`src/bpuPkg.sv`:
```
package bpuPkg;

    // Fetch addresses count halfwords, so a 32-bit byte address
    // loses its lowest bit
    localparam int PC_WIDTH = 31;

    // An 8-byte fetch line holds four halfwords
    localparam int FETCH_OFF_BITS = 2;

    // Direct-mapped branch target buffer geometry
    localparam int BTB_ENTRIES = 64;
    localparam int BTB_IDX_BITS = $clog2(BTB_ENTRIES);

    // The tag comes from the PC bits just above the index
    localparam int BTB_TAG_BITS = 10;

    // Wishbone register port
    localparam int WB_ADR_BITS = 2;
    localparam int WB_DATA_BITS = 32;

    // Kinds of control transfer a BTB entry can describe
    typedef enum logic [1:0] {
        BT_BRANCH = 2'd0,
        BT_JUMP   = 2'd1,
        BT_CALL   = 2'd2,
        BT_RETURN = 2'd3
    } BranchType;

    // Word addresses of the control and status registers
    typedef enum logic [WB_ADR_BITS-1:0] {
        CSR_CTRL    = 2'd0,
        CSR_STATUS  = 2'd1,
        CSR_LOOKUPS = 2'd2,
        CSR_HITS    = 2'd3
    } CsrAddr;

endpackage

```
`src/bpuCsr.sv`:
```
`timescale 1ns/10ps

module bpuCsr
    import bpuPkg::*;
(
    input  logic                    clk,
    input  logic                    rst,
    input  logic                    wbCyc,
    input  logic                    wbStb,
    input  logic                    wbWe,
    input  logic [WB_ADR_BITS-1:0]  wbAdr,
    input  logic [WB_DATA_BITS-1:0] wbDatW,
    output logic [WB_DATA_BITS-1:0] wbDatR,
    output logic                    wbAck,
    input  logic                    initBusy,
    input  logic                    fetchValid,
    input  logic                    predValid,
    output logic                    enable,
    output logic                    flush
);

    logic                    access;
    logic                    cntClear;
    logic [WB_DATA_BITS-1:0] rdData;
    logic [WB_DATA_BITS-1:0] lookups;
    logic [WB_DATA_BITS-1:0] hits;

    // A new request is seen once the previous acknowledge has gone
    assign access   = wbCyc && wbStb && !wbAck;
    assign cntClear = access && wbWe && CsrAddr'(wbAdr) == CSR_LOOKUPS;

    always_comb begin
        case (CsrAddr'(wbAdr))
            CSR_CTRL:    rdData = WB_DATA_BITS'(enable);
            CSR_STATUS:  rdData = WB_DATA_BITS'(initBusy);
            CSR_LOOKUPS: rdData = lookups;
            CSR_HITS:    rdData = hits;
            default:     rdData = '0;
        endcase
    end

    always_ff @(posedge clk) begin
        if (access) begin
            wbDatR <= rdData;
        end
    end

    always_ff @(posedge clk or posedge rst) begin
        if (rst) begin
            wbAck  <= 1'b0;
            enable <= 1'b1;
            flush  <= 1'b0;
        end else begin
            wbAck <= access;
            flush <= 1'b0;
            if (access && wbWe && CsrAddr'(wbAdr) == CSR_CTRL) begin
                enable <= wbDatW[0];
                flush  <= wbDatW[1];
            end
        end
    end

    // Statistics, a write to the lookup counter clears both
    always_ff @(posedge clk or posedge rst) begin
        if (rst) begin
            lookups <= '0;
            hits    <= '0;
        end else if (cntClear) begin
            lookups <= '0;
            hits    <= '0;
        end else if (fetchValid) begin
            lookups <= lookups + 1'b1;
            if (predValid) begin
                hits <= hits + 1'b1;
            end
        end
    end

    // The master holds its request until the acknowledge
    assert property (@(posedge clk) disable iff (rst)
        wbAck |-> wbCyc && wbStb && $past(wbCyc && wbStb));

endmodule

```
`src/branchPredictUnit.sv`:
```
`timescale 1ns/10ps

module branchPredictUnit
    import bpuPkg::*;
(
    input  logic                      clk,
    input  logic                      rst,
    input  logic                      wbCyc,
    input  logic                      wbStb,
    input  logic                      wbWe,
    input  logic [WB_ADR_BITS-1:0]    wbAdr,
    input  logic [WB_DATA_BITS-1:0]   wbDatW,
    output logic [WB_DATA_BITS-1:0]   wbDatR,
    output logic                      wbAck,
    input  logic                      updValid,
    input  logic                      updClean,
    input  logic                      updMultiple,
    input  logic [FETCH_OFF_BITS-1:0] updMultipleOffs,
    input  logic [FETCH_OFF_BITS-1:0] updFetchStartOffs,
    input  logic [31:0]               updSrc,
    input  logic [31:0]               updDst,
    input  BranchType                 updBtype,
    input  logic                      updCompr,
    input  logic                      fetchStall,
    input  logic                      redirectValid,
    input  logic [PC_WIDTH-1:0]       redirectPc,
    output logic                      fetchValid,
    output logic [PC_WIDTH-1:0]       fetchPc,
    output logic                      predValid,
    output logic                      predTaken,
    output logic                      predCompr,
    output logic                      predMultiple,
    output logic [PC_WIDTH-1:0]       predDst,
    output BranchType                 predBtype,
    output logic [FETCH_OFF_BITS-1:0] predOffs
);

    logic                enable;
    logic                flush;
    logic                initBusy;
    logic                lookupValid;
    logic [PC_WIDTH-1:0] lookupPc;

    branchTargetBuffer btb0 (
        .clk               (clk),
        .rst               (rst),
        .flush             (flush),
        .lookupValid       (lookupValid),
        .lookupPc          (lookupPc),
        .updValid          (updValid),
        .updClean          (updClean),
        .updMultiple       (updMultiple),
        .updMultipleOffs   (updMultipleOffs),
        .updFetchStartOffs (updFetchStartOffs),
        .updSrc            (updSrc),
        .updDst            (updDst),
        .updBtype          (updBtype),
        .updCompr          (updCompr),
        .predValid         (predValid),
        .predTaken         (predTaken),
        .predCompr         (predCompr),
        .predMultiple      (predMultiple),
        .predDst           (predDst),
        .predBtype         (predBtype),
        .predOffs          (predOffs),
        .initBusy          (initBusy)
    );

    fetchPcGen pcGen0 (
        .clk           (clk),
        .rst           (rst),
        .initBusy      (initBusy),
        .enable        (enable),
        .fetchStall    (fetchStall),
        .redirectValid (redirectValid),
        .redirectPc    (redirectPc),
        .predValid     (predValid),
        .predTaken     (predTaken),
        .predDst       (predDst),
        .lookupValid   (lookupValid),
        .lookupPc      (lookupPc),
        .fetchValid    (fetchValid),
        .fetchPc       (fetchPc)
    );

    bpuCsr csr0 (
        .clk        (clk),
        .rst        (rst),
        .wbCyc      (wbCyc),
        .wbStb      (wbStb),
        .wbWe       (wbWe),
        .wbAdr      (wbAdr),
        .wbDatW     (wbDatW),
        .wbDatR     (wbDatR),
        .wbAck      (wbAck),
        .initBusy   (initBusy),
        .fetchValid (fetchValid),
        .predValid  (predValid),
        .enable     (enable),
        .flush      (flush)
    );

endmodule

```
`src/branchTargetBuffer.sv`:
```
`timescale 1ns/10ps

module branchTargetBuffer
    import bpuPkg::*;
(
    input  logic                      clk,
    input  logic                      rst,
    input  logic                      flush,
    input  logic                      lookupValid,
    input  logic [PC_WIDTH-1:0]       lookupPc,
    input  logic                      updValid,
    input  logic                      updClean,
    input  logic                      updMultiple,
    input  logic [FETCH_OFF_BITS-1:0] updMultipleOffs,
    input  logic [FETCH_OFF_BITS-1:0] updFetchStartOffs,
    input  logic [31:0]               updSrc,
    input  logic [31:0]               updDst,
    input  BranchType                 updBtype,
    input  logic                      updCompr,
    output logic                      predValid,
    output logic                      predTaken,
    output logic                      predCompr,
    output logic                      predMultiple,
    output logic [PC_WIDTH-1:0]       predDst,
    output BranchType                 predBtype,
    output logic [FETCH_OFF_BITS-1:0] predOffs,
    output logic                      initBusy
);

    typedef struct packed {
        logic                      valid;
        BranchType                 btype;
        logic                      compr;
        logic [PC_WIDTH-1:0]       dst;
        logic [BTB_TAG_BITS-1:0]   tag;
        logic [FETCH_OFF_BITS-1:0] offs;
    } BtbEntry;

    BtbEntry entryMem [BTB_ENTRIES];
    logic    multMem  [BTB_ENTRIES];

    // Clear sweep counter, the top bit set means the sweep is done
    logic [BTB_IDX_BITS:0]   clrIdx;

    // Pending write of the multiple flag for an earlier branch
    logic                    setMultValid;
    logic [BTB_IDX_BITS-1:0] setMultIdx;

    logic [BTB_IDX_BITS-1:0] updIdx;
    logic [BTB_IDX_BITS-1:0] wrIdx;
    BtbEntry                 updEntry;

    logic                    entWe;
    logic [BTB_IDX_BITS-1:0] entIdx;
    BtbEntry                 entData;
    logic                    multWe;
    logic [BTB_IDX_BITS-1:0] multIdx;
    logic                    multData;

    BtbEntry                 rdEntry;
    logic                    rdMult;
    logic [PC_WIDTH-1:0]     rdPc;
    logic                    rdArmed;
    logic                    hit;

    assign initBusy = !clrIdx[BTB_IDX_BITS];

    // Entries are keyed by the line of the source and the offset where
    // the fetch into that line started
    assign updIdx = {updSrc[BTB_IDX_BITS:FETCH_OFF_BITS+1], updFetchStartOffs};

    // A second branch in the same line lands in the slot after the first one
    assign wrIdx = (updMultiple && !updClean)
                 ? {updIdx[BTB_IDX_BITS-1:FETCH_OFF_BITS], updMultipleOffs}
                 : updIdx;

    always_comb begin
        updEntry.valid = 1'b1;
        updEntry.btype = updBtype;
        updEntry.compr = updCompr;
        updEntry.dst   = updDst[PC_WIDTH:1];
        updEntry.tag   = updSrc[BTB_IDX_BITS+1 +: BTB_TAG_BITS];
        updEntry.offs  = updSrc[FETCH_OFF_BITS:1];
    end

    // One write port per array, shared by the sweep, the updates and the
    // deferred multiple flag
    always_comb begin
        entWe    = 1'b0;
        entIdx   = wrIdx;
        entData  = updEntry;
        multWe   = 1'b0;
        multIdx  = wrIdx;
        multData = 1'b0;
        if (initBusy) begin
            entWe   = 1'b1;
            entIdx  = clrIdx[BTB_IDX_BITS-1:0];
            entData = '0;
            multWe  = 1'b1;
            multIdx = clrIdx[BTB_IDX_BITS-1:0];
        end else if (updValid) begin
            entWe = 1'b1;
            if (updClean) begin
                entData = '0;
            end else begin
                multWe = 1'b1;
            end
        end else if (setMultValid) begin
            multWe   = 1'b1;
            multIdx  = setMultIdx;
            multData = 1'b1;
        end
    end

    always_ff @(posedge clk) begin
        if (entWe) begin
            entryMem[entIdx] <= entData;
        end
        if (multWe) begin
            multMem[multIdx] <= multData;
        end
    end

    // Synchronous read, the tag check follows the register
    always_ff @(posedge clk) begin
        if (lookupValid) begin
            rdEntry <= entryMem[lookupPc[BTB_IDX_BITS-1:0]];
            rdMult  <= multMem[lookupPc[BTB_IDX_BITS-1:0]];
            rdPc    <= lookupPc;
        end
    end

    always_ff @(posedge clk or posedge rst) begin
        if (rst) begin
            rdArmed <= 1'b0;
        end else if (initBusy) begin
            rdArmed <= 1'b0;
        end else if (lookupValid) begin
            rdArmed <= 1'b1;
        end
    end

    always_ff @(posedge clk or posedge rst) begin
        if (rst) begin
            clrIdx       <= '0;
            setMultValid <= 1'b0;
            setMultIdx   <= '0;
        end else if (flush) begin
            clrIdx       <= '0;
            setMultValid <= 1'b0;
        end else if (initBusy) begin
            clrIdx <= clrIdx + 1'b1;
        end else if (updValid) begin
            if (!updClean && updMultiple) begin
                setMultValid <= 1'b1;
                setMultIdx   <= updIdx;
            end
        end else if (setMultValid) begin
            setMultValid <= 1'b0;
        end
    end

    // Branches earlier in the line than the fetch PC do not count
    assign hit = rdArmed && rdEntry.valid
              && rdEntry.tag == rdPc[BTB_IDX_BITS +: BTB_TAG_BITS]
              && rdEntry.offs >= rdPc[FETCH_OFF_BITS-1:0];

    // Only unconditional transfers are followed
    assign predValid    = hit;
    assign predTaken    = hit && (rdEntry.btype == BT_JUMP || rdEntry.btype == BT_CALL);
    assign predCompr    = hit && rdEntry.compr;
    assign predMultiple = hit && rdMult;
    assign predDst      = hit ? rdEntry.dst : '0;
    assign predBtype    = hit ? rdEntry.btype : BT_BRANCH;
    assign predOffs     = hit ? rdEntry.offs : '0;

    // The back end never reports a branch before the slot it is stored in
    assert property (@(posedge clk) disable iff (rst)
        updValid && !updClean && !initBusy
        |-> updSrc[FETCH_OFF_BITS:1] >= wrIdx[FETCH_OFF_BITS-1:0]);

    // Busy has been high for a whole sweep before it drops
    assert property (@(posedge clk) disable iff (rst)
        $fell(initBusy) |-> $past(initBusy, BTB_ENTRIES));

endmodule

```
`src/fetchPcGen.sv`:
```
`timescale 1ns/10ps

module fetchPcGen
    import bpuPkg::*;
(
    input  logic                clk,
    input  logic                rst,
    input  logic                initBusy,
    input  logic                enable,
    input  logic                fetchStall,
    input  logic                redirectValid,
    input  logic [PC_WIDTH-1:0] redirectPc,
    input  logic                predValid,
    input  logic                predTaken,
    input  logic [PC_WIDTH-1:0] predDst,
    output logic                lookupValid,
    output logic [PC_WIDTH-1:0] lookupPc,
    output logic                fetchValid,
    output logic [PC_WIDTH-1:0] fetchPc
);

    // PC being looked up in this cycle
    logic [PC_WIDTH-1:0] curPc;

    // Lookup issued last cycle, its prediction is on the BTB outputs now
    logic [PC_WIDTH-1:0] slotPc;
    logic                slotValid;

    logic [PC_WIDTH-1:0] seqPc;
    logic                follow;

    // While stalled the BTB keeps its last read, so the slot simply waits
    assign lookupValid = !initBusy && !fetchStall;
    assign lookupPc    = curPc;

    assign fetchValid = slotValid && !fetchStall && !initBusy;
    assign fetchPc    = slotPc;

    assign follow = fetchValid && enable && predValid && predTaken;

    // Next line start
    assign seqPc = {curPc[PC_WIDTH-1:FETCH_OFF_BITS] + 1'b1, {FETCH_OFF_BITS{1'b0}}};

    always_ff @(posedge clk or posedge rst) begin
        if (rst) begin
            curPc     <= '0;
            slotPc    <= '0;
            slotValid <= 1'b0;
        end else if (redirectValid) begin
            // Whatever was looked up this cycle is on the wrong path
            curPc     <= redirectPc;
            slotValid <= 1'b0;
        end else if (initBusy) begin
            // Replay the slot dropped by a flush once the sweep is over
            if (slotValid) begin
                curPc <= slotPc;
            end
            slotValid <= 1'b0;
        end else if (!fetchStall) begin
            slotPc <= curPc;
            if (follow) begin
                // The lookup issued next to the taken slot becomes a bubble
                curPc     <= predDst;
                slotValid <= 1'b0;
            end else begin
                curPc     <= seqPc;
                slotValid <= 1'b1;
            end
        end
    end

    // A fetched slot is the PC looked up just before it, unless it waited out a stall
    assert property (@(posedge clk) disable iff (rst)
        fetchValid && !$past(fetchStall) |-> $past(lookupValid) && fetchPc == $past(lookupPc));

endmodule

```
`config.mk`:
```
export PLATFORM = sky130hd
export DESIGN_NAME = branchPredictUnit
export DESIGN_NICKNAME = d
export VERILOG_FILES = /design/src/bpuPkg.sv /design/src/bpuCsr.sv /design/src/branchPredictUnit.sv /design/src/branchTargetBuffer.sv /design/src/fetchPcGen.sv
export SDC_FILE = /design/constraint.sdc
export NUM_CORES = 2
export LEC_CHECK = 0
export BUFFER_PORTS_ARGS = -buffer_cell sky130_fd_sc_hd__buf_2
export CAP_MARGIN = 40
export CORE_MARGIN = 5
export CORE_UTILIZATION = 34
export CTS_CLUSTER_DIAMETER = 30
export DETAILED_ROUTE_END_ITERATION = 10
export GPL_ROUTABILITY_DRIVEN = 0
export PLACE_DENSITY = 0.49
export SLEW_MARGIN = 20
export SYNTH_ARGS = -nofsm -noshare
export SYNTH_HDL_FRONTEND = slang
export SYNTH_SLANG_ARGS = --single-unit
```
`constraint.sdc`:
```
create_clock -name clk -period 7.7 [get_ports clk]
set_clock_uncertainty 0.1 [all_clocks]
set_input_delay 1.155 -clock clk [delete_from_list [all_inputs] [get_ports clk]]
set_output_delay 1.155 -clock clk [all_outputs]
set_load 0.005 [all_outputs]
```
After elaboration in Yosys (flattened, before gate mapping)
Memories as Yosys holds them, arrays and structs flattened. A register that Yosys moved wholly into a read port is not among the register bits.
Cells that the tools add are included.
{"block": "totals", "register_bits": 193, "mem_bits_rw": 3072, "in_bits": 146, "out_inout_bits": 104, "elab_cells": 115, "memories": 2}
{"memory": "btb0.entryMem", "words": 64, "word_bits": 47, "rd": 1, "rd_clocked_by_memory_dff": 1, "wr": 1, "line_no": "branchTargetBuffer.sv:39", "text": "BtbEntry entryMem [BTB_ENTRIES];"}
{"memory": "btb0.multMem", "words": 64, "word_bits": 1, "rd": 1, "rd_clocked_by_memory_dff": 1, "wr": 1, "line_no": "branchTargetBuffer.sv:40", "text": "logic multMem [BTB_ENTRIES];"}
{"block": "op_classes", "n_addsub": 4, "magnitude_cmp": 1, "eq_ne": 10, "n_mux": 47, "n_bitwise": 3, "reduce_logical": 33}
{"operator": "2-to-1 mux 31 bit", "count": 6}
{"operator": "2-to-1 mux 32 bit", "count": 5}
{"operator": "2-to-1 mux 47 bit", "count": 3}
{"operator": "one-hot mux 32 bit (4 select lines)", "count": 1}
{"operator": "adder 32 x 1 -> 32 bit, second input constant", "count": 2}
{"operator": "adder 29 x 1 -> 29 bit, second input constant", "count": 1}
{"operator": "2-to-1 mux 6 bit", "count": 4}
{"operator": "2-to-1 mux 1 bit", "count": 23}
{"operator": "logical AND 1 bit", "count": 18}
{"operator": "2-to-1 mux 7 bit", "count": 2}
{"operator": "== test 10 bit", "count": 1}
{"operator": "adder 7 x 1 -> 7 bit, second input constant", "count": 1}
{"operator": "== test 2 bit, second input constant", "count": 3}
{"operator": "2-to-1 mux 2 bit", "count": 3}
{"operator": "AND reduction 2 bit", "count": 3}
{"operator": "nonzero test 2 bit", "count": 3}
{"operator": "== test 2 x 1 -> 1 bit, second input constant", "count": 2}
{"operator": "zero test 1 bit", "count": 4}
{"operator": "inequality test 2 x 1 -> 1 bit, second input constant", "count": 2}
{"operator": "AND reduction 4 bit", "count": 1}
{"operator": "inequality test 3 x 1 -> 1 bit, second input constant", "count": 1}
{"operator": "inequality test 3 bit, second input constant", "count": 1}
{"operator": "NOT 1 bit", "count": 3}
{"operator": "AND reduction 3 bit", "count": 1}
{"operator": "4 further kinds", "count": 4}

Longest topological paths before layout
{"block": "depth", "depth_word": 10, "depth_mapped": 12, "depth_no_buf": 8}

Cells and area by module
From an unflattened synthesis, not the netlist that was laid out.
{"block": "unflattened", "hier_cells": 6423, "area_unflattened_um2": 129456.7}
{"mod": "branchTargetBuffer", "n_inst": 1, "cells_each": 5538, "area_each_um2": 120654.5, "seq_area_each_um2": 94425.6}
{"mod": "bpuCsr", "n_inst": 1, "cells_each": 461, "area_each_um2": 4919.7, "seq_area_each_um2": 2638.8}
{"mod": "fetchPcGen", "n_inst": 1, "cells_each": 424, "area_each_um2": 3882.5, "seq_area_each_um2": 1576.5}

Least setup slack after synthesis
OpenSTA, ideal clock, no wires.
{"block": "synth_timing", "path_kind": "input to register", "from": "input port updClean", "to": "memory btb0.entryMem[14][0] (netlist bit) (enable)", "setup_ns": 0.452, "arrival_time_ns": 4.351, "required_time_ns": 7.148, "slack_ns": 2.798, "cell_stages": 6, "path_buffers": 1, "path_cell_list": "nand2b_1 -> a211oi_1 -> nor2_1 -> or3_1 -> clkbuf_1 -> nor2_1"}
{"block": "synth_between", "elab_chain_len": 4}
{"element": "start, declared", "line_no": "branchPredictUnit.sv:16", "text": "input logic updClean,"}
{"element": "zero test 1 bit", "line_no": "branchTargetBuffer.sv:73", "text": "assign wrIdx = (updMultiple && !updClean)"}
{"element": "logical AND 1 bit", "line_no": "branchTargetBuffer.sv:73"}
{"element": "2-to-1 mux 2 bit", "line_no": "branchTargetBuffer.sv:74", "text": "? {updIdx[BTB_IDX_BITS-1:FETCH_OFF_BITS], updMultipleOffs}"}
{"element": "2-to-1 mux 6 bit", "line_no": "branchTargetBuffer.sv:95", "text": "if (initBusy) begin"}
{"element": "end, declared", "line_no": "branchTargetBuffer.sv:39"}
No other way between the ends.

Worst setup path in the final report
{"block": "layout_timing", "from": "register btb0.rdPc[13]", "to": "output port predDst[8]"}
{"block": "layout_between", "elab_chain_len": 4}
{"element": "start, declared", "line_no": "branchTargetBuffer.sv:62", "text": "logic [PC_WIDTH-1:0] rdPc;"}
{"element": "start signal, assigned", "line_no": "branchTargetBuffer.sv:129", "text": "rdPc <= lookupPc;"}
{"element": "== test 10 bit", "line_no": "branchTargetBuffer.sv:165", "text": "&& rdEntry.tag == rdPc[BTB_IDX_BITS +: BTB_TAG_BITS]"}
{"element": "logical AND 1 bit", "line_no": "branchTargetBuffer.sv:165"}
{"element": "logical AND 1 bit", "line_no": "branchTargetBuffer.sv:166", "text": "&& rdEntry.offs >= rdPc[FETCH_OFF_BITS-1:0];"}
{"element": "2-to-1 mux 31 bit", "line_no": "branchTargetBuffer.sv:173", "text": "assign predDst = hit ? rdEntry.dst : '0;"}
{"element": "end, declared", "line_no": "branchPredictUnit.sv:33", "text": "output logic [PC_WIDTH-1:0] predDst,"}
No other way between the ends.

==> impl_metrics.yaml <==
yosys:
  synth_compound_area_frac: 0.0152
  synthTopCellsByCount: "edfxtp_1, mux4_2, nor2_1"
  syn_inst: 5986
  ys_warn_count: 0
  syn_area_per_cell_um2: 21.5
  yosysUniqueCellTypes: 70
  postSynth.asyncResetShare: 0.0438
  yosysTopAreaCell: "edfxtp_1"
  syn_area_um2: 129000
  ys_seq_elements: 3309
  synth-main-ff-cell: "edfxtp_1"
  synth_top_family_by_area: "multiplexers"
  synth_area_leaders: "edfxtp_1, mux4_2, dfrtp_1, nor2_1, nand2_1"
  mappedNetlistNets: 6138
  yosysTopAreaCellShare: 0.737
  yosysSeqAreaShare: 0.766
  yosysMostFrequentCell: "edfxtp_1"
  synth_edf_count: 3164
  synth.area.mux_share: 0.167
  synth_fa_ha_area_frac: 0.000583
  synth-simple-area-share: 0.0342
  synthXorXnorAreaFrac: 0.00557
detailed_routing:
  wl_per_cell_um: 30.9
  drc: 0
  via_per_inst: 5.33
  antenna_left: 0
  first_iter_violations: 6384
  drtPass1Iterations: 7
  num_vias: 65800
  routed_wl_um: 380000
clock_tree:
  cts-htree-levels: 6
  cts_setup_buffers: 0
  cts_root_buf: "clkbuf_16"
  cts.sinks: 3309
  clk_pin_slew_ps: 40
  clockBufferDepth: 4
  cts_resized: 0
  clk_latency_ps: 990
  cts_buffers: 642
  cts_tree: "built"
pwr:
  vdd_ir_drop_max_uv: 247
  clockPowerShare: 0.454
  p_seq_frac: 0.370
  p_total_uw: 59800
  switching_share: 0.273
  power_density_nw_per_um2: 374
  switchingPower_uw: 16300
  p_leak_uw: 0.0529
  combPwrFrac: 0.176
  cellInternalPower_uw: 43500
finish:
  fin_nets: 6917
  fill_cells: 32900
  area_growth_pct: 24.3
  drive_gt1_frac: 0.344
  stdcell_count: 12300
setup_path:
  cp_max_fo: 45
  crit_required_ps: 6440
  cp-end-kind: "output pin"
  criticalPathCategory: "flip-flop to output pin"
  ff2ff_setup_slack_ps: 3340
  arrival_ps: 3620
  cp-start-kind: "flip-flop"
grt:
  grt-ovfl-total: 0
  antenna_found_initial: 32
  grt_pass1_wl_um: 534000
  grt_use_total: 0.192
  grt_max_degree: 123
  grt_pass1_vias: 68900
run:
  cap_violations: 0
floorplan:
  fp-row-count: 226
  io_pins: 250
  start_util: 0.341
  coreArea_um2: 378000
  die_area_um2: 391000
  fp.dieH_um: 626
  die_w_um: 626
timing:
  setup_viol: 0
  worst_slack_ps: 2820
  rsz0062_at_grt: "false"
  timing.fmax_mhz: 205
  period_minus_slack_ps: 4880
  period_share: 0.634
  slew-limit-headroom: 0.414
  worst_pin_slew_ps: 872
  slew_violations: 0
  hold_viol_final: 0
  holdWs_ps: 298
  tns_ps: 0
placement:
  hpwl_um: 217000
  dp_slack_ps: 2750
  dp.cells: 11100
  port_buffers: 202
worst_hold_path:
  hp-class: "primary input to flip-flop"
run_status:
  status: "complete, no violations"
worst max-delay path: stages (launching register included):
cell      delay, ps
edfxtp_1        370
xor2_1          210
or4_1           670
nor4_4          310
buf_6           210
buf_4           450
and2_1          210
buf_2           120
path summary, 6_finish.rpt:
path | to | startpoint | cells past startpoint
max in group asynchronous | pcGen0.lookupPc[1] | rst | 4
setup / recovery | predDst[8] | btb0.rdPc[13] | 7
hold / removal | csr0.enable | wbDatW[0] | 2
setup reg to reg | btb0.entryMem[53][40] | btb0.clrIdx[6] | 7
min in group asynchronous | csr0.wbAck | rst | 3
hold reg to reg | btb0.rdPc[13] | pcGen0.lookupPc[13] | 0
per-stage QoR:
step,instance area [µm²],utilization
2_1_floorplan,129000,-
3_3_place_gp,137000,0.363
3_5_place_dp,139000,0.367
4_1_cts,160000,0.423
5_1_grt,160000,0.423
6_report,160000,0.423
per-layer routing:
layer,GRT usage,part of all wire
met5,0,0.000034
met4,0.0611,0.032
met3,0.0314,0.060
met2,0.317,0.49
met1,0.260,0.42
cells in the final DEF (no fill, tap or decap), types with 35 or more instances in the layout:
cell type	instances
a21oi_1	35
clkinv_2	119
clkbuf_1	88
a22oi_1	65
nand4_1	39
xor2_1	42
clkinvlp_4	59
dfrtp_1	140
buf_12	93
bufinv_16	67
nand2_1	274
nor2_4	65
nor2b_1	48
clkinv_1	99
nor2_1	247
edfxtp_1	3164
xnor2_1	40
buf_2	211
mux4_2	913
and2_2	47
and2_1	59
clkbuf_16	655
nand3_1	45
buf_4	128
o22ai_1	39
mux2i_1	85
o21ai_0	60
power groups by stage:
stage	combinational, µW	sequential, µW	clock (µW)
3_5_place_dp	10800	22400	0
4_1_cts	10800	22100	27600
6_report	10600	22100	27100
5_1_grt	11200	22200	28600
3_3_place_gp	10500	22400	0
2_1_floorplan	6300	22300	0
timing repair:
action	4_1_cts	5_1_grt
hold buffers	1	0
endpoints found under the setup margin	0	0
endpoints found under the hold margin	22	0
kinds of logic after synthesis:
family	Yosys count
buffers and inverters	353
XOR/XNOR	82
AND/OR/NAND/NOR	938
AO/OA/AOI/OAI	293
adder cells (fa/ha/maj)	6
flip-flops	3309
multiplexers	1005
sequential cells by signal (all words and copies together), names as in the netlist:
name	flops
btb0.entryMem	3008
btb0.multMem	64
btb0.rdEntry	47
csr0.hits	32
csr0.lookups	32
csr0.wbDatR	32
pcGen0.fetchPc	31
pcGen0.lookupPc	31
btb0.rdPc	12
btb0.clrIdx	7
btb0.setMultIdx	6
btb0.rdArmed	1
btb0.rdMult	1
btb0.setMultValid	1
csr0.enable	1
csr0.flush	1
csr0.wbAck	1
pcGen0.slotValid	1
area by class of cell:
class                           count  area (µm²)  share of cell area
Timing Repair Buffer              458        4480              0.0280
Clock buffer                      747       16800               0.105
Clock inverter                    423        4480              0.0280
Tap cell                         5016        6280              0.0392
Sequential cell                  3309       98700               0.616
Antenna cell                       19        47.5            0.000297
Inverter                           30         128            0.000797
Multi-Input combinational cell   2324       29300               0.183
Note: power is estimated with default switching activity, not from simulation.
